### config.mk
export PLATFORM = sky130hd
export DESIGN_NAME = ahb_master_mux
export DESIGN_NICKNAME = d
export VERILOG_FILES = /design/src/ahb_bus_pkg.sv /design/src/ahb_map_pkg.sv /design/src/ahb_master_mux.sv
export SDC_FILE = /design/constraint.sdc
export NUM_CORES = 1
export LEC_CHECK = 0
export BUFFER_PORTS_ARGS = -buffer_cell sky130_fd_sc_hd__buf_2
export CAP_MARGIN = 20
export CORE_AREA = 2 2 110 112
export CTS_CLUSTER_DIAMETER = 30
export DETAILED_ROUTE_END_ITERATION = 12
export DIE_AREA = 0 0 112 114
export GPL_ROUTABILITY_DRIVEN = 1
export GPL_TIMING_DRIVEN = 1
export SYNTH_ARGS = -nofsm -noshare
export SYNTH_HDL_FRONTEND = slang
export SYNTH_SLANG_ARGS = --single-unit
### constraint.sdc
create_clock -name HCLK -period 1.3 [get_ports HCLK]
set_input_delay 0 -clock HCLK [delete_from_list [all_inputs] [get_ports HCLK]]
set_output_delay 0 -clock HCLK [all_outputs]
set_load 0.1 [all_outputs]
### src/ahb_bus_pkg.sv
// AHB bus package with transfer types, response codes and request/response structs
package ahb_bus_pkg;

  typedef logic [31:0] haddr_t;
  typedef logic [31:0] hdata_t;
  typedef logic [2:0]  hsize_t;

  typedef enum logic [1:0] {
    IDLE   = 2'b00,
    BUSY   = 2'b01,
    NONSEQ = 2'b10,
    SEQ    = 2'b11
  } htrans_e;

  typedef enum logic [1:0] {
    OKAY  = 2'b00,
    ERROR = 2'b01
  } hresp_e;

  // 38-bit address phase
  typedef struct packed {
    haddr_t  haddr;
    htrans_e htrans;
    logic    hwrite;
    hsize_t  hsize;
  } ahb_req_t;

  // 35-bit data phase return
  typedef struct packed {
    hdata_t  hrdata;
    hresp_e  hresp;
    logic    hready;
  } ahb_rsp_t;

endpackage

### src/ahb_map_pkg.sv
// AHB map package with bus sizes, master and slave select types and the default address map
package ahb_map_pkg;

  localparam int NUM_M = 3;
  localparam int NUM_S = 4;

  typedef logic [$clog2(NUM_M)-1:0] master_t;
  typedef logic [NUM_S:0]           slave_sel_t;  // msb is the default slave

  //------------------------------------------------------------
  // default windows of 64 KB each
  //------------------------------------------------------------
  localparam logic [NUM_S-1:0][31:0] DEF_BASE = {
    32'h3000_0000, 32'h2000_0000, 32'h1000_0000, 32'h0000_0000
  };
  localparam logic [NUM_S-1:0][31:0] DEF_SIZE = {
    32'h0001_0000, 32'h0001_0000, 32'h0001_0000, 32'h0001_0000
  };

endpackage

### src/ahb_master_mux.sv
// AHB master mux passing the owner's address phase and the previous owner's write data
`timescale 1ns/1ps

module ahb_master_mux (
  input  logic                                           HCLK,
  input  logic                                           HRESETn,
  input  logic                                           hready,
  input  ahb_map_pkg::master_t                           hmaster,
  input  ahb_bus_pkg::ahb_req_t [ahb_map_pkg::NUM_M-1:0] m_req,
  input  ahb_bus_pkg::hdata_t   [ahb_map_pkg::NUM_M-1:0] m_hwdata,
  output ahb_bus_pkg::ahb_req_t                          s_req,
  output ahb_bus_pkg::hdata_t                            s_hwdata
);
  import ahb_map_pkg::*;

  master_t hmaster_d;   // owner of the data phase

  always_ff @(posedge HCLK or negedge HRESETn) begin
    if (!HRESETn) begin
      hmaster_d <= '0;
    end else if (hready) begin
      hmaster_d <= hmaster;
    end
  end

  // out of range number drives an IDLE transfer
  always_comb begin
    s_req = '0;
    if (hmaster < NUM_M) begin
      s_req = m_req[hmaster];
    end
  end

  always_comb begin
    s_hwdata = '0;
    if (hmaster_d < NUM_M) begin
      s_hwdata = m_hwdata[hmaster_d];
    end
  end

endmodule

==> results.json <==
{
  "status": "finished, violations left",
  "violations": "negative setup slack",
  "synth_top_cell_area_share_pct": 44.03,
  "port_buffers": 284,
  "finalHoldViolCount": 0,
  "die_h_microns": 114,
  "cts_num_sinks": 2,
  "syn_nets": 386,
  "required_ns": 1.30,
  "wl_microns": 9483,
  "fmax_mhz": 667.6,
  "drtAntennaViolNets": 0,
  "rsz0062_at_grt": "yes",
  "synth_ff_type": "dfrtp_1",
  "worst_slack_ns": -0.1978,
  "worstSetupStartpointType": "flop",
  "num_io_pins": 285,
  "largest_register_ffs": 2,
  "rows": 40,
  "slowest_stage": "dfrtp_2",
  "vias_per_cell": 4.373,
  "setup_viol": 32,
  "cp.arrival_ns": 1.50,
  "clockBufferDepth": 2,
  "antenna_found_initial": 0,
  "min_path_type": "primary input to flop",
  "first_global_vias": 2990,
  "path_cells": "buf_12 -> mux2i_1 -> o2bb2ai_4 -> buf_12",
  "slew_violations": 0,
  "place_congestion": 0.7666,
  "drc_errors": 0,
  "seqPwrFrac_pct": 1.6,
  "pwr-share-clk_pct": 9.1,
  "gr-total-overflow": 0,
  "min_period_over_period_pct": 115.2,
  "async_reset_ff_share_pct": 100.0,
  "crit_path_end_kind": "primary output",
  "p_switching_mw": 2.844,
  "clock_latency_ns": 0.22,
  "synth.avg_cell_area_sq_um": 9.307,
  "syn_to_final_growth_pct": 257.5,
  "yosys_warnings": 0,
  "critPathKind": "flop to primary output",
  "nets": 668,
  "synth_area_sq_mm": 0.001592,
  "synth_edf_count": 0,
  "grt_pass1_wl_microns": 14450,
  "yosysUniqueCellTypes": 13,
  "ys_ff_latch": 2,
  "fp.coreArea_sq_mm": 0.01171,
  "dp_cells": 589,
  "clock-skew-final_ns": 0,
  "max_slew_margin_pct": 69.68,
  "tightest_slew_ns": 0.4548,
  "routed-via-count": 2615,
  "cts_tree": "built",
  "cp_common_cell": "buf_12",
  "cts_buffers": 3,
  "p_leak_nw": 2.482,
  "initial_core_util_pct": 13.59,
  "avgRoutedWirePerCell_microns": 15.86,
  "crit_fanout": 17,
  "cts-root-buf": "clkbuf_16",
  "ys_top_cells_by_count": "70 x mux2i_1, 70 x o2bb2ai_1, 8 x buf_4",
  "die-area_sq_mm": 0.01277,
  "cpPeakStageDelay_ns": 0.45,
  "grt_use_total_pct": 13.79,
  "htreeDepth": 1,
  "synth.largest_area_cell": "mux2i_1",
  "syn_inst": 171,
  "intPower_mw": 2.287,
  "diodes": 0,
  "comb_power_share_pct": 89.3,
  "crit_family": "flip-flops",
  "place_ws_ns": -0.1055,
  "drive_above_1_share_pct": 90.02,
  "yosysSeqAreaShare_pct": 3.145,
  "finalCriticalPeriod_ns": 1.498,
  "pwr_density_cell_mw_per_mm2": 901.9,
  "p_sw_share_pct": 55.43,
  "vdd_ir_drop_max_uv": 545.2,
  "maxCapViolations": 0,
  "fin_cells": 598,
  "reg_top3": "hmaster_d (2)",
  "clk_pin_slew_worst_paths_ns": 0.03,
  "critPathBufInv": 2,
  "synth.area.top_cells": "mux2i_1 44%, o2bb2ai_1 39%, buf_4 3.8%",
  "drtIter0Drc": 36,
  "grt_max_degree": 26,
  "top_register": "hmaster_d",
  "fp.dieW_microns": 112,
  "hpwl_microns": 8062,
  "drt_first_pass_iters": 4
}
worst register-to-register path, delay by kind of cell, from the launching register on:
| family | cells | cell delay, ns |
|---|---|---|
| DFF | 1 | 0.47 |
| buffers and inverters | 1 | 0.23 |
| muxes | 1 | 0.28 |
worst paths after layout:
check | from | end | slack (ns) | cells after the start
worst min-delay path | hready | hmaster_d[0] | 0.05 | 2
worst max register to register | hmaster_d[0] | hmaster_d[0] | 0.20 | 2
worst min register to register | hmaster_d[1] | hmaster_d[1] | 0.89 | 2
worst max-delay path | hmaster_d[1] | s_hwdata[27] | -0.20 | 4
max in group asynchronous | HRESETn | hmaster_d[0] | 1.06 | 2
min in group asynchronous | HRESETn | hmaster_d[0] | 0.13 | 2
repair_timing:
action,4_1_cts,5_1_grt
buffers inserted,2,0
setup endpoints to repair,32,32
hold buffers,1,0
endpoints found under the hold margin,2,0
gates cloned,2,1
gates resized for setup,23,9
cell usage in the layout (no fill, tap or decap):
master,n
o2bb2ai_4,54
dfrtp_4,1
mux2i_4,3
buf_12,77
mux2_2,2
buf_4,5
clkbuf_16,4
buf_2,213
bufbuf_16,1
dfrtp_2,1
nor2b_4,2
o2bb2ai_2,16
buf_6,3
buf_16,1
mux2i_1,44
dlygate4sd3_1,1
mux2i_2,23
metrics by stage:
step / power (mW) / hold slack, ns / util (%) / TNS [ns] / area [sq um]
2_1_floorplan: 2.941 / -0.2956 / - / -1.197 / 2770
3_3_place_gp: 4.477 / -0.2135 / 45.88 / -0.05814 / 5373
4_1_cts: 5.132 / 0.04360 / 47.99 / -6.082 / 5620
6_report: 5.131 / 0.04637 / 48.58 / -5.567 / 5689
5_1_grt: 5.283 / 0.05328 / 48.58 / -7.308 / 5689
3_5_place_dp: 4.521 / -0.2075 / 45.88 / -0.1105 / 5373
cell type report:
| type | count | area, sq um |
|---|---|---|
| timing repair buffer | 302 | 2774 |
| fill | 1015 | 6022 |
| sequential | 2 | 55.05 |
| clock buffer | 3 | 75.07 |
| tap | 147 | 183.9 |
| multi-input combinational | 144 | 2601 |
kinds of logic after synthesis:
group | Yosys count | synth area share, %
AOI/OAI and AO/OA | 70 | 38.52
muxes | 72 | 45.44
buffers and inverters | 25 | 11.95
DFF | 2 | 3.145
and+or+nand+nor | 2 | 0.9437
per-layer routing:
layer	routed length (microns)	vias up	track usage [%]	share of wire, %
li1	-	1265	-	-
met1	3141	1187	13.79	33
met2	5472	158	29.54	58
met3	811	5	2.550	8.6
met4	57	0	2.195	0.60
met5	0	-	0	0
power groups by stage:
stage               logic (mW)  clock network, mW  registers (mW)
floorplan                 2.87                  0          0.0712
global placement          4.40                  0          0.0796
detailed placement        4.44                  0          0.0801
CTS                       4.58              0.473          0.0843
global route              4.72              0.481          0.0851
finish                    4.58              0.464          0.0839
No activity file was read; power rests on OpenSTA's default activity.
