### config.mk
export PLATFORM = sky130hd
export DESIGN_NAME = ahb_arbiter
export DESIGN_NICKNAME = d
export VERILOG_FILES = /design/src/ahb_map_pkg.sv /design/src/ahb_arbiter.sv
export SDC_FILE = /design/constraint.sdc
export NUM_CORES = 1
export LEC_CHECK = 0
export BUFFER_PORTS_ARGS = -buffer_cell sky130_fd_sc_hd__buf_4
export CAP_MARGIN = 10
export CORE_AREA = 4 4 41 43
export CTS_BUF_LIST = sky130_fd_sc_hd__clkbuf_4
export DETAILED_ROUTE_END_ITERATION = 10
export DIE_AREA = 0 0 45 47
export GPL_TIMING_DRIVEN = 0
export PLACE_DENSITY = 0.63
export SKIP_CTS_REPAIR_TIMING = 1
export SYNTH_ARGS = -nofsm -noshare
export SYNTH_HDL_FRONTEND = slang
export SYNTH_SLANG_ARGS = --single-unit
### constraint.sdc
create_clock -name HCLK -period 2.1 [get_ports HCLK]
set_input_delay 0.105 -clock HCLK [delete_from_list [all_inputs] [get_ports HCLK]]
set_output_delay 0.105 -clock HCLK [all_outputs]
set_load 0.005 [all_outputs]
### src/ahb_map_pkg.sv
// AHB map package with bus sizes, master and slave select types and the default address map
package ahb_map_pkg;

  localparam int NUM_M = 3;
  localparam int NUM_S = 4;

  typedef logic [$clog2(NUM_M)-1:0] master_t;
  typedef logic [NUM_S:0]           slave_sel_t;  // msb is the default slave

  //------------------------------------------------------------
  // default windows of 64 KB each
  //------------------------------------------------------------
  localparam logic [NUM_S-1:0][31:0] DEF_BASE = {
    32'h3000_0000, 32'h2000_0000, 32'h1000_0000, 32'h0000_0000
  };
  localparam logic [NUM_S-1:0][31:0] DEF_SIZE = {
    32'h0001_0000, 32'h0001_0000, 32'h0001_0000, 32'h0001_0000
  };

endpackage

### src/ahb_arbiter.sv
// AHB arbiter with fixed priority grant, rotation mask and registered master number
`timescale 1ns/1ps

module ahb_arbiter (
  input  logic                          HCLK,
  input  logic                          HRESETn,
  input  logic [ahb_map_pkg::NUM_M-1:0] hbusreq,   // bit 0 highest priority
  input  logic                          hready,
  output logic [ahb_map_pkg::NUM_M-1:0] hgrant,
  output ahb_map_pkg::master_t          hmaster
);
  import ahb_map_pkg::*;

  typedef enum logic {ST_IDLE, ST_OWNED} arb_state_e;

  arb_state_e       state;
  logic [NUM_M-1:0] mask;      // 1 = skipped on rotation
  logic [NUM_M-1:0] unmasked;
  master_t          owner;

  // lowest set bit only
  function automatic logic [NUM_M-1:0] first_req(input logic [NUM_M-1:0] req);
    return req & (~req + 1'b1);
  endfunction

  function automatic master_t encode(input logic [NUM_M-1:0] onehot);
    master_t idx;
    idx = '0;
    for (int i = NUM_M - 1; i >= 0; i--) begin
      if (onehot[i]) begin
        idx = master_t'(i);
      end
    end
    return idx;
  endfunction

  assign owner    = encode(hgrant);
  assign unmasked = hbusreq & ~mask;

  //------------------------------------------------------------
  // grant FSM frozen while the data phase waits
  //------------------------------------------------------------
  always_ff @(posedge HCLK or negedge HRESETn) begin
    if (!HRESETn) begin
      state   <= ST_IDLE;
      hgrant  <= '0;
      hmaster <= '0;
      mask    <= '0;
    end else if (hready) begin
      hmaster <= owner;   // one cycle behind hgrant
      case (state)
        ST_IDLE: begin
          if (|hbusreq) begin
            hgrant <= first_req(hbusreq);
            mask   <= '0;
            state  <= ST_OWNED;
          end
        end
        ST_OWNED: begin
          if (!(|hbusreq)) begin
            hgrant <= '0;
            mask   <= '0;
            state  <= ST_IDLE;
          end else if (!hbusreq[owner]) begin
            if (|unmasked) begin
              hgrant      <= first_req(unmasked);
              mask[owner] <= 1'b1;   // rotate away from the old owner
            end else begin
              hgrant <= first_req(hbusreq);   // all masked so plain priority
              mask   <= '0;
            end
          end
        end
      endcase
    end
  end

  // any request in a ready cycle leaves exactly one master granted
  a_grant_onehot: assert property (
    @(posedge HCLK) disable iff (!HRESETn) hready && |hbusreq |=> $onehot(hgrant)
  );

endmodule

==> impl.org <==
** Floorplan
- Die outline height :: 47 µm
- Once the floorplan was initialized, standard cells occupied 40.3% of the core.
- The region available for standard cell placement spans 1300 µm².
- Die Outline Area :: 2120 µm²
- Width of the chip :: 45 µm
- In this run the core area contains 13 standard-cell rows.
- For this design the top-level I/O count stands at 11.

** Pwr
- Leakage power :: 0.298 nW
- For this design the ratio of total power to cell area is 1220 nW/µm².
- Overall power consumption after layout is estimated at 0.794 mW.
- IR analysis of the VDD net gives a maximum drop of 0.562 mV.

** Min path
- The worst hold path belongs to the class input port to register.
- Cell depth of the worst min-delay path :: 3

** GRT
- The first global-routing pass estimated 1740 µm of wire.
- The number of antenna violations at the first check in global routing is 0.
- Total gr overflow :: 0
- Vias in the first global route :: 403
- Pin count of the biggest net entering global routing :: 10
- Overall Global Routing Usage :: 12.3%

** Critical path
- Crit path required time :: 2.26 ns
- The worst register-to-register path has a depth of 4.
- The worst setup path is launched from a register.
- Critical path fanouts, max :: 8
- Path type of the worst setup path :: register to register
- Critical path endpoint category :: register
- Critical path data arrival time :: 1.89 ns

** Final layout
- Fraction of layout instances using a drive strength above 1 :: 33.8%
- The number of antenna diodes in the final layout is 0.
- From synthesis to final layout, the design area changed by 24.1%.
- Total of fill cells in the finished design :: 125
- After the last flow step, the layout net total stands at 72.

** Detailed routing
- Routed length on met3 :: 57 µm
- DRC violation count after routing :: 0
- The pre-antenna-repair detailed-routing pass consisted of 4 iterations.
- Via-per-instance ratio :: 5.59
- Dividing the detail-routed wire length by the instance count gives 13.4 µm.
- Via count of the routed design :: 447
- Signal routing reaches up to met4.
- Total wire length :: 1070 µm
- The detailed router finished its first iteration with 20 violations.
- The detail route stage leaves a number of antenna-violating nets equal to 0.
- Met2 wire length :: 513 µm
- Detailed-routing wirelength on met1 :: 490 µm

** Synthesis
- Post-synth EDFFs :: 0
- Number of warnings reported in the yosys synthesis log :: 0
- After Yosys synthesis, and, or, nand and nor cells account for 13.1% of the synthesized area.
- Ys async rst share :: 100%
- Top-area cell type share of the netlist area :: 43.0%
- Post-synth top area cell :: sky130_fd_sc_hd__dfrtp_1
- After Yosys synthesis, full adders, half adders and majority gates account for 0% of the synthesized area.
- Mux share of post-synthesis cell area :: 9.31%
- Most instantiated library cell after synthesis :: sky130_fd_sc_hd__dfrtp_1
- Flops & latches, synth :: 9
- Most used flip-flop cell after synthesis :: sky130_fd_sc_hd__dfrtp_1
- Cell area after technology mapping :: 524 µm²
- By area, the combinational part of the netlist is dominated by compound AO/OA/AOI/OAI gates.
- Compound-Gate Fraction of Synth Area :: 28.2%
- Proportion of synthesized chip area in sequential cells :: 43.0%
- The commonest cells after synthesis are sky130_fd_sc_hd__dfrtp_1, sky130_fd_sc_hd__inv_1, sky130_fd_sc_hd__nor2_1.
- Synth Area in XOR/XNOR :: 0%
- Synthesis instantiated 24 different standard cells from the library.
- Average size of a mapped cell :: 10.3 µm²
- Gate Count Post-Synth :: 51
- After synthesis, the cell types taking the most area are sky130_fd_sc_hd__dfrtp_1, sky130_fd_sc_hd__mux2_2, sky130_fd_sc_hd__a41oi_4.
- Net count after synthesis :: 57

** Timing
- The clock period could shrink to 1.73 ns.
- Setup violations remaining at the end of the flow were counted as 0.
- Sum of negative setup slack :: 0 ns
- In this run the tightest slew margin relative to its limit is 76.5%.
- The final-report hold violation count is 0.
- Worst-margin pin slew :: 0.353 ns
- Final Slew Violations :: 0
- Setup repair after global routing missed its margin :: false
- Maximum achievable frequency :: 578 MHz
- Dividing the final minimum period by the clock period gives 82.3%.
- Clock tree skew after final layout :: 0.0120 ns

** Clock tree
- Library cell used as clock root buffer :: sky130_fd_sc_hd__clkbuf_4
- The clock passes through at most 2 buffers.
- In this run the number of H-tree levels came out at 1.
- Buffers inserted during clock tree synthesis total 3.
- TritonCTS built the clock tree.
- Register clock-pin slew on the reported worst setup and hold paths :: 0.07 ns
- CTS saw 9 sinks.
- Clock latency on the worst-skew pair :: 0.27 ns

** Placement
- The count of buffers added on input and output ports is 9.
- Once detailed placement completed, the half-perimeter wirelength came to 814 µm.
- The congestion estimate from routability-driven global placement came to 0.743.

** Status
- The run finished with clean final reports.

** Run
- Max-cap violations in this run came to 0.
## worst max-delay path, stage by stage (launching register included)
cell and delay, ns:
sky130_fd_sc_hd__dfrtp_1 0.44, sky130_fd_sc_hd__nor2b_1 0.31, sky130_fd_sc_hd__a2bb2oi_1 0.17, sky130_fd_sc_hd__a41oi_4 0.36, sky130_fd_sc_hd__mux2_4 0.33
## layer usage
layer | track usage, % | vias to the layer above
met5 | 0 | -
met4 | 10.5 | 0
met3 | 3.45 | 2
met2 | 17.2 | 14
met1 | 15.6 | 219
li1 | - | 212
## path summary, 6_finish.rpt
kind / start / to / slack [ns]
worst max-delay path: hgrant[1] / hgrant[2] / 0.37
worst min-delay path: hbusreq[1] / hgrant[1] / 0.12
worst max register to register: hgrant[1] / hgrant[2] / 0.37
worst min register to register: hmaster[1] / hmaster[1] / 0.50
max in group asynchronous: HRESETn / hmaster[1] / 1.76
min in group asynchronous: HRESETn / hgrant[0] / 0.19
## sequential cells by signal, indices dropped and copies added (netlist names)
| signal | cells |
|---|---|
| mask | 3 |
| state | 1 |
| hgrant | 3 |
| hmaster | 2 |
## cells by family (layout without fill, tap and decap cells)
kind of cell	Yosys count	count (layout)
compound gates	18	18
simple gates	13	13
flops	9	9
buf+inv	7	21
mux	4	4
## power by group
| group | switching (mW) | leakage, nW | internal, mW | total (mW) |
|---|---|---|---|---|
| sequential | 0.0679 | 0.113 | 0.244 | 0.312 |
| clock | 0.0641 | 0.0184 | 0.0861 | 0.150 |
| combinational | 0.157 | 0.167 | 0.175 | 0.332 |
| total | 0.289 | 0.298 | 0.505 | 0.794 |
## stage by stage
step / setup WS [ns] / instance area, µm² / std cells / hold WS [ns] / utilization [%]
2_1_floorplan: 0.634 / 524 / 51 / -0.191 / -
3_3_place_gp: 0.388 / 611 / 75 / -0.0658 / 46.9
3_5_place_dp: 0.385 / 611 / 75 / -0.0649 / 46.9
4_1_cts: 0.378 / 641 / 79 / -0.358 / 49.2
5_1_grt: 0.271 / 651 / 80 / 0.137 / 50.0
6_report: 0.371 / 651 / 80 / 0.115 / 50.0
## cells in the final DEF (no fill, tap or decap), drive strengths merged
cell	netlist	final
buf	1	10
dfrtp	9	9
inv	6	6
nor2	5	5
o21ai	5	5
a21oi	4	4
clkbuf	0	4
mux2	4	4
a31oi	2	2
nor2b	2	2
and3	2	2
or3	1	1
nor3	1	1
a2bb2oi	1	1
a222oi	1	1
a21bo	1	1
a41oi	1	1
nand2	1	1
o22ai	1	1
nand3	1	1
o211ai	1	1
a22o	1	1
dlygate4sd3	0	1
## area by class of cell
class                           instances  area, µm²  share of cell area, %
Multi-Input combinational cell         35        265                   40.8
Sequential cell                         9        225                   34.6
Timing Repair Buffer                   10       77.6                   11.9
Clock buffer                            4       30.0                   4.62
Inverter                                6       22.5                   3.46
Tap cell                               15       18.8                   2.88
Buffer                                  1       11.3                   1.73
No activity file was read; power rests on OpenSTA's default activity.
