<file path="src/ahb_bus_pkg.sv">
// AHB bus package with transfer types, response codes and request/response structs
package ahb_bus_pkg;

  typedef logic [31:0] haddr_t;
  typedef logic [31:0] hdata_t;
  typedef logic [2:0]  hsize_t;

  typedef enum logic [1:0] {
    IDLE   = 2'b00,
    BUSY   = 2'b01,
    NONSEQ = 2'b10,
    SEQ    = 2'b11
  } htrans_e;

  typedef enum logic [1:0] {
    OKAY  = 2'b00,
    ERROR = 2'b01
  } hresp_e;

  // 38-bit address phase
  typedef struct packed {
    haddr_t  haddr;
    htrans_e htrans;
    logic    hwrite;
    hsize_t  hsize;
  } ahb_req_t;

  // 35-bit data phase return
  typedef struct packed {
    hdata_t  hrdata;
    hresp_e  hresp;
    logic    hready;
  } ahb_rsp_t;

endpackage

</file>
<file path="src/ahb_map_pkg.sv">
// AHB map package with bus sizes, master and slave select types and the default address map
package ahb_map_pkg;

  localparam int NUM_M = 3;
  localparam int NUM_S = 4;

  typedef logic [$clog2(NUM_M)-1:0] master_t;
  typedef logic [NUM_S:0]           slave_sel_t;  // msb is the default slave

  //------------------------------------------------------------
  // default windows of 64 KB each
  //------------------------------------------------------------
  localparam logic [NUM_S-1:0][31:0] DEF_BASE = {
    32'h3000_0000, 32'h2000_0000, 32'h1000_0000, 32'h0000_0000
  };
  localparam logic [NUM_S-1:0][31:0] DEF_SIZE = {
    32'h0001_0000, 32'h0001_0000, 32'h0001_0000, 32'h0001_0000
  };

endpackage

</file>
<file path="src/ahb_response_mux.sv">
// AHB response mux that holds the data-phase slave select and returns that slave's response
`timescale 1ns/1ps

module ahb_response_mux (
  input  logic                                           HCLK,
  input  logic                                           HRESETn,
  input  logic                  [ahb_map_pkg::NUM_S-1:0] s_hsel,
  input  logic                                           def_sel,
  input  ahb_bus_pkg::ahb_rsp_t [ahb_map_pkg::NUM_S-1:0] s_rsp,
  input  ahb_bus_pkg::ahb_rsp_t                          def_rsp,
  output ahb_bus_pkg::ahb_rsp_t                          m_rsp
);
  import ahb_bus_pkg::*;
  import ahb_map_pkg::*;

  localparam ahb_rsp_t NO_RSP = '{hrdata: '0, hresp: OKAY, hready: 1'b1};

  slave_sel_t sel_q;   // select of the current data phase

  always_ff @(posedge HCLK or negedge HRESETn) begin
    if (!HRESETn) begin
      sel_q <= '0;
    end else if (m_rsp.hready) begin
      sel_q <= {def_sel, s_hsel};
    end
  end

  always_comb begin
    m_rsp = NO_RSP;   // empty or broken select
    for (int i = 0; i < NUM_S; i++) begin
      if (sel_q == slave_sel_t'(1 << i)) begin
        m_rsp = s_rsp[i];
      end
    end
    if (sel_q == slave_sel_t'(1 << NUM_S)) begin
      m_rsp = def_rsp;
    end
  end

endmodule

</file>
<file path="config.mk">
export PLATFORM = sky130hd
export DESIGN_NAME = ahb_response_mux
export DESIGN_NICKNAME = d
export VERILOG_FILES = /design/src/ahb_bus_pkg.sv /design/src/ahb_map_pkg.sv /design/src/ahb_response_mux.sv
export SDC_FILE = /design/constraint.sdc
export NUM_CORES = 1
export LEC_CHECK = 0
export ABC_CLOCK_PERIOD_IN_PS = 2380
export BUFFER_PORTS_ARGS = -buffer_cell sky130_fd_sc_hd__buf_2
export CAP_MARGIN = 30
export CORE_AREA = 2 2 85 87
export DETAILED_ROUTE_END_ITERATION = 10
export DIE_AREA = 0 0 87 89
export HOLD_SLACK_MARGIN = 0.06
export SYNTH_ARGS = -nofsm -noshare
export SYNTH_HDL_FRONTEND = slang
export SYNTH_SLANG_ARGS = --single-unit
</file>
<file path="constraint.sdc">
create_clock -name HCLK -period 2.38 [get_ports HCLK]
set_input_delay 0 -clock HCLK [delete_from_list [all_inputs] [get_ports HCLK]]
set_output_delay 0 -clock HCLK [all_outputs]
set_load 0.02 [all_outputs]
</file>
==> impl_metrics.tcl, run 1 <==
set metrics [dict create \
    fin_nets 602 \
    cp_data_required_time_ns 2.38 \
    powerDensity_nw_per_um2 321 \
    rsz0062_at_grt "false" \
    overflow 0 \
    finalSetupViolCount 0 \
    cts_resized 0 \
    synthTopCellsByCount "a22oi_1 (68), nor2_1 (37), a31oi_1 (35)" \
    diodes 0 \
    vdd_drop_max_mv 0.258 \
    fp.dieH_um 89 \
    syn_area_per_cell_um2 6.64 \
    ys_warn_count 0 \
    holdWs_ns 0.0733 \
    multi_input_comb_area_um2 1130 \
    seq_area_frac_synth 0.0897 \
    max_freq_mhz 480 \
    gp_congestion 0.857 \
    finalHoldViolCount 0 \
    crit_fanout 14 \
    viasPerCell 5.16 \
    slew_violations 0 \
    clkTransAtPathRegs_ns 0.04 \
    skew_ns 0.00761 \
    cts.sinks 5 \
    r2r_start "sel_q[2]" \
    cts_tree "built" \
    rr_endpoint "sel_q[2]" \
    vias 2573 \
    syn_area_um2 1400 \
    synth_area_leaders "a22oi_1 (37%), a31oi_1 (16%), nor2_1 (10%)" \
    critPathArrivalTime_ns 2.08 \
    setup_tns_ns 0 \
    drt-total-wl_um 7570 \
    area_growth_pct 86.3 \
    yosysTopAreaCell "a22oi_1" \
    synth_top_area_share 0.366 \
    core_area_um2 6720 \
    async_flop_share 1.00 \
    root_buffer "clkbuf_8" \
    synth_enable_flop_cells 0 \
    grt_pass1_vias 2326 \
    ant_nets 0 \
    synth_seq_cells 5 \
    setup.worst_path.end "m_rsp[24]" \
    synth_cell_types 30 \
    rows 30 \
    antenna_found_initial 0 \
    ios 217 \
    wire_per_inst_um 15.2 \
    synth_cells 210 \
    endpoint_kind "output port" \
    slowest_delay_ns 0.45 \
    hpwl_um 6200 \
    min_period_over_period 0.875 \
    rr_worst_depth 4 \
    drt_iter0_drc 125 \
    largest_reg_flops 5 \
    regToRegSetupSlack_ns 0.76 \
    first_pass_iters 4 \
    drive_gt1_frac 0.563 \
    grt_max_degree 45 \
    regArea_um2 125 \
    cts_buffers 3 \
    port_buffers 216 \
    dieArea_um2 7740 \
    largestRegisters "sel_q x5" \
    htree_levels 1 \
    fill_cells 732 \
    clock_path_buffers 2 \
    drc 0 \
    crit_chain "nor2_1, and3_2, buf_4, a22oi_1, a31oi_1, buf_2" \
    start_kind "flop" \
    fin_crit_ns 2.08 \
    initial_core_util 0.208 \
    die-width_um 87 \
    cap_violations 0 \
    regMostFlops "sel_q" \
    grtUsageTotal 0.172 \
    grt_pass1_wl_um 10600 \
    status "finished clean" \
    tightest_slew_ns 0.413 \
    p_leak_nw 1.36 \
    clkLatencyLatePin_ns 0.23 \
    synth_ff_type "dfrtp_1" \
    crit_slowest_cell "dfrtp_1" \
    min-delay-path-class "in -> reg" \
    crit_type "reg -> out" \
    yosysMostFrequentCell "a22oi_1" \
    critPathLaunch "sel_q[3]" \
    slew_headroom 0.725 \
    syn_nets 392 \
]
## cell type report
class	instances	share of cell area
sequential	5	0.0481
inverter	3	0.00433
timing repair buffer	229	0.456
multi-input combinational	178	0.435
tap	80	0.0385
clock buffer	4	0.0173
## worst min-delay path by stage
stage | from | end | slack (ns) | cells past startpoint
after detailed placement | HRESETn | sel_q[1] | -0.18 | 1
final | s_hsel[3] | sel_q[3] | 0.07 | 3
after global routing | s_hsel[1] | sel_q[1] | 0.07 | 3
after CTS | s_hsel[1] | sel_q[1] | 0.07 | 3
after floorplan | HRESETn | sel_q[0] | -0.30 | 0
after global placement | HRESETn | sel_q[1] | -0.18 | 1
## worst max-delay path, delay by kind of cell, from the launching register on
family,cells,cell delay (ns)
buf+inv,2,0.44
simple gates,2,0.68
compound gates,2,0.28
flops,1,0.45
## per-layer routing
| layer | track usage | wire, um |
|---|---|---|
| met2 | 0.328 | 3750 |
| met4 | 0.0497 | 86 |
| met5 | 0 | 0 |
| met3 | 0.0351 | 703 |
| met1 | 0.192 | 3030 |
## cells by family (layout without fill, tap and decap cells)
group	count (synthesis)	in the layout	synth area share
buffers and inverters	27	236	0.103
AOI/OAI and AO/OA	118	118	0.601
and+or+nand+nor	60	60	0.206
DFF	5	5	0.0897
## through the flow
| stage | utilization | power [W] | cell area, um^2 | instances | setup slack (ns) |
|---|---|---|---|---|---|
| floorplan | - | 0.000405 | 1400 | 210 | 0.777 |
| global placement | 0.376 | 0.000662 | 2520 | 492 | 0.615 |
| finish | 0.387 | 0.000833 | 2600 | 499 | 0.298 |
| global route | 0.387 | 0.000891 | 2600 | 499 | 0.122 |
| detailed placement | 0.376 | 0.000668 | 2520 | 492 | 0.558 |
| CTS | 0.387 | 0.000836 | 2600 | 499 | 0.312 |
## power breakdown
group	total, W	leakage [nW]	internal (W)	switching, W
Sequential	0.000122	0.0583	0.0000970	0.0000247
Combinational	0.000548	1.28	0.000251	0.000297
Clock	0.000164	0.0228	0.000116	0.0000481
Total	0.000833	1.36	0.000463	0.000370
## placed cells by master (no fill, tap or decap), types with 5 or more instances in the layout
| master | synthesis | routed |
|---|---|---|
| a31oi_1 | 35 | 35 |
| nand2_1 | 5 | 5 |
| buf_4 | 8 | 10 |
| dfrtp_1 | 5 | 5 |
| o21ai_0 | 6 | 6 |
| a22oi_1 | 68 | 68 |
| buf_2 | 10 | 216 |
| nor2_1 | 37 | 37 |
## timing repair
action                    CTS  global route
hold endpoints to repair    7             0
hold buffers                3             0
buffers inserted            0             0
No activity file was read; power rests on OpenSTA's default activity.
==> run 2: changes to the inputs <==
--- a/config.mk
+++ b/config.mk
@@ -5,12 +5,12 @@
 export SDC_FILE = /design/constraint.sdc
 export NUM_CORES = 1
 export LEC_CHECK = 0
-export ABC_CLOCK_PERIOD_IN_PS = 2380
+export ABC_CLOCK_PERIOD_IN_PS = 2300
 export BUFFER_PORTS_ARGS = -buffer_cell sky130_fd_sc_hd__buf_2
 export CAP_MARGIN = 30
-export CORE_AREA = 2 2 85 87
+export CORE_AREA = 2 2 84 86
 export DETAILED_ROUTE_END_ITERATION = 10
-export DIE_AREA = 0 0 87 89
+export DIE_AREA = 0 0 86 88
 export HOLD_SLACK_MARGIN = 0.06
 export SYNTH_ARGS = -nofsm -noshare
 export SYNTH_HDL_FRONTEND = slang
==> constraint.sdc (replaced) <==
create_clock -name HCLK -period 2.3 [get_ports HCLK]
set_input_delay 0 -clock HCLK [delete_from_list [all_inputs] [get_ports HCLK]]
set_output_delay 0 -clock HCLK [all_outputs]
set_load 0.02 [all_outputs]
==> run 2 against run 1 <==
  * Sequential power is 3% higher
  * Clock power hardly changed
  * Via count rose by 1.4%
  * Register-to-register slack got worse by 0.08 ns
  * Clock skew decreased by 0.0042 ns
  * Core utilization rose by 0.93 points
  * Count of clock-buffer cells in the layout unchanged
  * Critical path type unchanged
  * Critical endpoint is now m_rsp[25]
  * Largest cell class unchanged
  * Highest routed layer unchanged
==> impl_metrics.tcl, run 2 (synthesis gave the netlist of run 1 again) <==
set metrics [dict create \
    status "finished clean" \
    cts_buffers 3 \
    crit_fanout 15 \
    slowest_delay_ns 0.49 \
    grtUsageTotal 0.182 \
    rr_endpoint "sel_q[1]" \
    vias 2610 \
    wire_per_inst_um 15.5 \
    clkLatencyLatePin_ns 0.23 \
    final_common_cell "buf_2" \
    fin_nets 605 \
    rr_worst_depth 4 \
    dr_wl_met3_um 692 \
    design_area_um2 2630 \
    drc 0 \
    finalSetupViolCount 0 \
    clkTransAtPathRegs_ns 0.04 \
    clock_path_buffers 2 \
    min_period_over_period 0.858 \
    layout_common_cells "buf_2 (216), a22oi_1 (68), nor2_1 (37)" \
    drt_iter0_drc 114 \
    slew_violations 0 \
    fin_crit_ns 1.97 \
    rows 30 \
    postCtsSetupBuffers 0 \
    top_layer "met4" \
    vdd_drop_max_mv 0.226 \
    max_freq_mhz 507 \
    r2r_start "sel_q[2]" \
    hp-start "s_rsp[105]" \
    regMostFlops "sel_q" \
    tightest_slew_ns 0.413 \
    skew_ns 0.00344 \
    ant_nets 0 \
    initial_core_util 0.210 \
    grt_pass1_vias 2342 \
    cts.sinks 5 \
    finalHoldViolCount 0 \
    holdWs_ns 0.0913 \
    crit_slowest_cell "dfrtp_1" \
    drt-total-wl_um 7800 \
    hpwl_um 6320 \
    endpoint_kind "output port" \
    drive_gt1_frac 0.559 \
    gp_congestion 0.861 \
    dpl_cell_area_um2 2520 \
    slew_headroom 0.725 \
    overflow 0 \
    p_leak_nw 1.37 \
    die-width_um 86 \
    powerDensity_nw_per_um2 329 \
    dp_slack_ns 0.559 \
    viasPerCell 5.19 \
    setup_tns_ns 0 \
    crit_type "reg -> out" \
    core_area_um2 6640 \
    fp.dieH_um 88 \
    min_to "sel_q[3]" \
    min-delay-path-class "in -> reg" \
    area_growth_pct 88.6 \
    rsz0062_at_grt "false" \
    finalPower_w 0.000865 \
    largest_reg_flops 5 \
    root_buffer "clkbuf_8" \
    critPathArrivalTime_ns 1.97 \
    fill_cells 738 \
    wl_met1_um 3030 \
    dieArea_um2 7570 \
    grt_pass1_wl_um 11100 \
    regToRegSetupSlack_ns 0.68 \
    grt_max_degree 43 \
    port_buffers 216 \
    min_path_cells 4 \
    htree_levels 1 \
    ios 217 \
    start_kind "flop" \
    cp_data_required_time_ns 2.30 \
    antenna_found_initial 1 \
    setup_slack_ns 0.326 \
    largestRegisters "sel_q x5" \
    cap_violations 0 \
    first_pass_iters 5 \
    crit_chain "nor3_1, and3b_1, buf_4, a22oi_1, a31oi_1, buf_2" \
    route.met2.wl_um 3970 \
    cts_tree "built" \
]
[run 2: per-layer routing]
metal | up-vias | global-route usage
met1 | 1205 | 0.233
met3 | 8 | 0.0320
met5 | - | 0
li1 | 1277 | -
met2 | 120 | 0.317
met4 | 0 | 0.0433
[run 2: worst max-delay path: cells and delay by family (launching register included)]
kind	cells	cell delay, ns
AOI/OAI and AO/OA	2	0.31
buffers and inverters	2	0.43
DFF	1	0.49
and+or+nand+nor	2	0.50
[run 2: through the flow]
step                 util  std cells
floorplan               -        210
global placement    0.380        492
detailed placement  0.380        492
CTS                 0.394        501
global route        0.396        502
finish              0.396        503
[run 2: area by class of cell]
class	count	area (um^2)	area share
sequential	5	125	0.0476
timing repair buffer	232	1220	0.462
tap	80	100	0.0380
multi-input combinational	178	1130	0.430
clock buffer	4	45.0	0.0171
antenna	1	2.50	0.000951
inverter	3	11.3	0.00428
[run 2: timing repair]
item | CTS | global route
resized for setup | 0 | 0
hold buffers | 5 | 1
endpoints found under the hold margin | 9 | 1
[run 2: worst max-delay path by stage]
| stage | depth (start not counted) | start | to |
|---|---|---|---|
| final | 6 | sel_q[4] | m_rsp[25] |
| after global placement | 6 | sel_q[4] | m_rsp[22] |
| after CTS | 6 | sel_q[4] | m_rsp[20] |
| after global routing | 6 | sel_q[4] | m_rsp[4] |
| after detailed placement | 6 | sel_q[4] | m_rsp[20] |
| after floorplan | 6 | sel_q[0] | m_rsp[14] |
[run 2: where the power goes]
part           internal [W]  switching, W
logic              0.000263      0.000312
clock network      0.000119     0.0000456
registers          0.000100     0.0000254
total              0.000482      0.000383
==> run 3: changes to the inputs <==
--- a/config.mk
+++ b/config.mk
@@ -12,6 +12,8 @@
 export DETAILED_ROUTE_END_ITERATION = 10
 export DIE_AREA = 0 0 86 88
 export HOLD_SLACK_MARGIN = 0.06
+export PLACE_DENSITY = 0.69
+export SETUP_SLACK_MARGIN = 0.3
 export SYNTH_ARGS = -nofsm -noshare
 export SYNTH_HDL_FRONTEND = slang
 export SYNTH_SLANG_ARGS = --single-unit
==> run 3 against run 2 <==
  * Via count fell by 2.7%
  * Sequential power is 6% higher
  * Worst hold slack worse by 0.015 ns
  * Register-to-register slack lost 0.04 ns
  * Total power rose by 0.11%
  * Design area grew 1.9%
  * Sequential cell count did not move
  * Maximum frequency is 5.6% higher
  * Critical path depth is the same
  * Largest power group unchanged
==> impl_metrics.tcl, run 3 (synthesis gave the netlist of run 1 again) <==
set metrics [dict create \
    tightest_slew_ns 0.380 \
    diodes 0 \
    max_freq_mhz 535 \
    endpoint_kind "output port" \
    initial_core_util 0.210 \
    slew_violations 0 \
    status "finished clean" \
    root_buffer "clkbuf_8" \
    area_growth_pct 92.3 \
    min-delay-path-class "in -> reg" \
    cap_violations 0 \
    rows 30 \
    crit_type "reg -> out" \
    drc 0 \
    skew_ns 0.00190 \
    antenna_found_initial 0 \
    p_leak_nw 1.39 \
    clkLatencyLatePin_ns 0.22 \
    dp_slack_ns 0.347 \
    first_pass_iters 7 \
    p_comb_frac 0.666 \
    fin_crit_ns 1.87 \
    htree_levels 1 \
    layout_common_cells "buf_2 (216), a22oi_1 (68), nor2_1 (36)" \
    internal-power_w 0.000489 \
    finalSetupViolCount 0 \
    finalHoldViolCount 0 \
    vdd_drop_max_mv 0.490 \
    viasPerCell 5.05 \
    regMostFlops "sel_q" \
    grt_max_degree 41 \
    cp_num_buf_inv 2 \
    die-width_um 86 \
    cts.sinks 5 \
    overflow 0 \
    finalPower_w 0.000866 \
    gp_congestion 0.829 \
    vias 2540 \
    dieArea_um2 7570 \
    grt_pass1_wl_um 10400 \
    wire_per_inst_um 14.5 \
    swShare 0.436 \
    cts_tree "built" \
    fin_nets 606 \
    rsz0062_at_grt "false" \
    min_period_over_period 0.813 \
    ant_nets 0 \
    fp.dieH_um 88 \
    powerDensity_nw_per_um2 323 \
    fin_cells 503 \
    clock_path_buffers 2 \
    setup_slack_ns 0.431 \
    hpwl_um 5910 \
    cp_data_required_time_ns 2.30 \
    slew_headroom 0.745 \
    drive_gt1_frac 0.577 \
    crit_family "simple AND/OR/NAND/NOR gates" \
    clkTransAtPathRegs_ns 0.03 \
    largest_reg_flops 5 \
    grtUsageTotal 0.167 \
    drt-total-wl_um 7290 \
    port_buffers 216 \
    crit_chain "nor3_2, and3b_2, buf_6, a22oi_1, a31oi_1, buf_2" \
    final_common_cell "buf_2" \
    p_switching_w 0.000377 \
    core_area_um2 6640 \
    crit_fanout 16 \
    p_seq_frac 0.153 \
    pwr-share-clk 0.181 \
    dp.cells 492 \
    critPathArrivalTime_ns 1.87 \
    setup_tns_ns 0 \
    start_kind "flop" \
    crit_slowest_cell "dfrtp_2" \
    grt_pass1_vias 2321 \
    largestRegisters "sel_q x5" \
    ios 217 \
    cts_buffers 3 \
    slowest_delay_ns 0.48 \
    fin_util 0.404 \
    drt_iter0_drc 86 \
]
[run 3: per-layer routing]
| metal | GRT usage | routed length (um) |
|---|---|---|
| met3 | 0.0264 | 613 |
| met1 | 0.200 | 2930 |
| met2 | 0.320 | 3720 |
| met5 | 0 | 0 |
| met4 | 0.0216 | 34 |
[run 3: stage by stage]
| stage | area, um^2 | hold slack, ns |
|---|---|---|
| 5_1_grt | 2680 | 0.0833 |
| 4_1_cts | 2620 | 0.0769 |
| 3_5_place_dp | 2520 | -0.183 |
| 3_3_place_gp | 2520 | -0.185 |
| 2_1_floorplan | 1400 | -0.296 |
| 6_report | 2680 | 0.0767 |
[run 3: power groups by stage]
stage | registers (W) | logic [W] | clock network [W]
after detailed placement | 0.000128 | 0.000562 | 0
after floorplan | 0.000115 | 0.000304 | 0
after global placement | 0.000125 | 0.000553 | 0
after CTS | 0.000129 | 0.000569 | 0.000160
after global routing | 0.000137 | 0.000628 | 0.000172
final | 0.000133 | 0.000577 | 0.000156
[run 3: worst min-delay path: cells and delay by family]
family                 cells  cell delay (ns)
AO/OA/AOI/OAI              1             0.08
AND/OR/NAND/NOR            1             0.04
buffers and inverters      1             0.10
[run 3: area by class of cell]
| cell class | instances | area (um^2) |
|---|---|---|
| Inverter | 3 | 11.3 |
| Multi-Input combinational cell | 178 | 1150 |
| Timing Repair Buffer | 233 | 1250 |
| Fill cell | 692 | 3960 |
| Tap cell | 80 | 100 |
| Sequential cell | 5 | 126 |
| Clock buffer | 4 | 45.0 |
[run 3: path summary, 6_finish.rpt]
check,startpoint,endpoint,slack (ns),cells past startpoint
min,s_hsel[2],sel_q[2],0.08,3
max in group asynchronous,HRESETn,sel_q[4],2.03,2
min reg2reg,sel_q[4],sel_q[4],0.67,2
min in group asynchronous,HRESETn,sel_q[0],0.13,2
max reg2reg,sel_q[2],sel_q[1],0.64,4
max,sel_q[4],m_rsp[17],0.43,6
[run 3: timing repair]
action,CTS,global route
endpoints found under the hold margin,8,0
hold buffers,4,0
buffers inserted,0,3
setup endpoints to repair,30,34
resized for setup,3,8
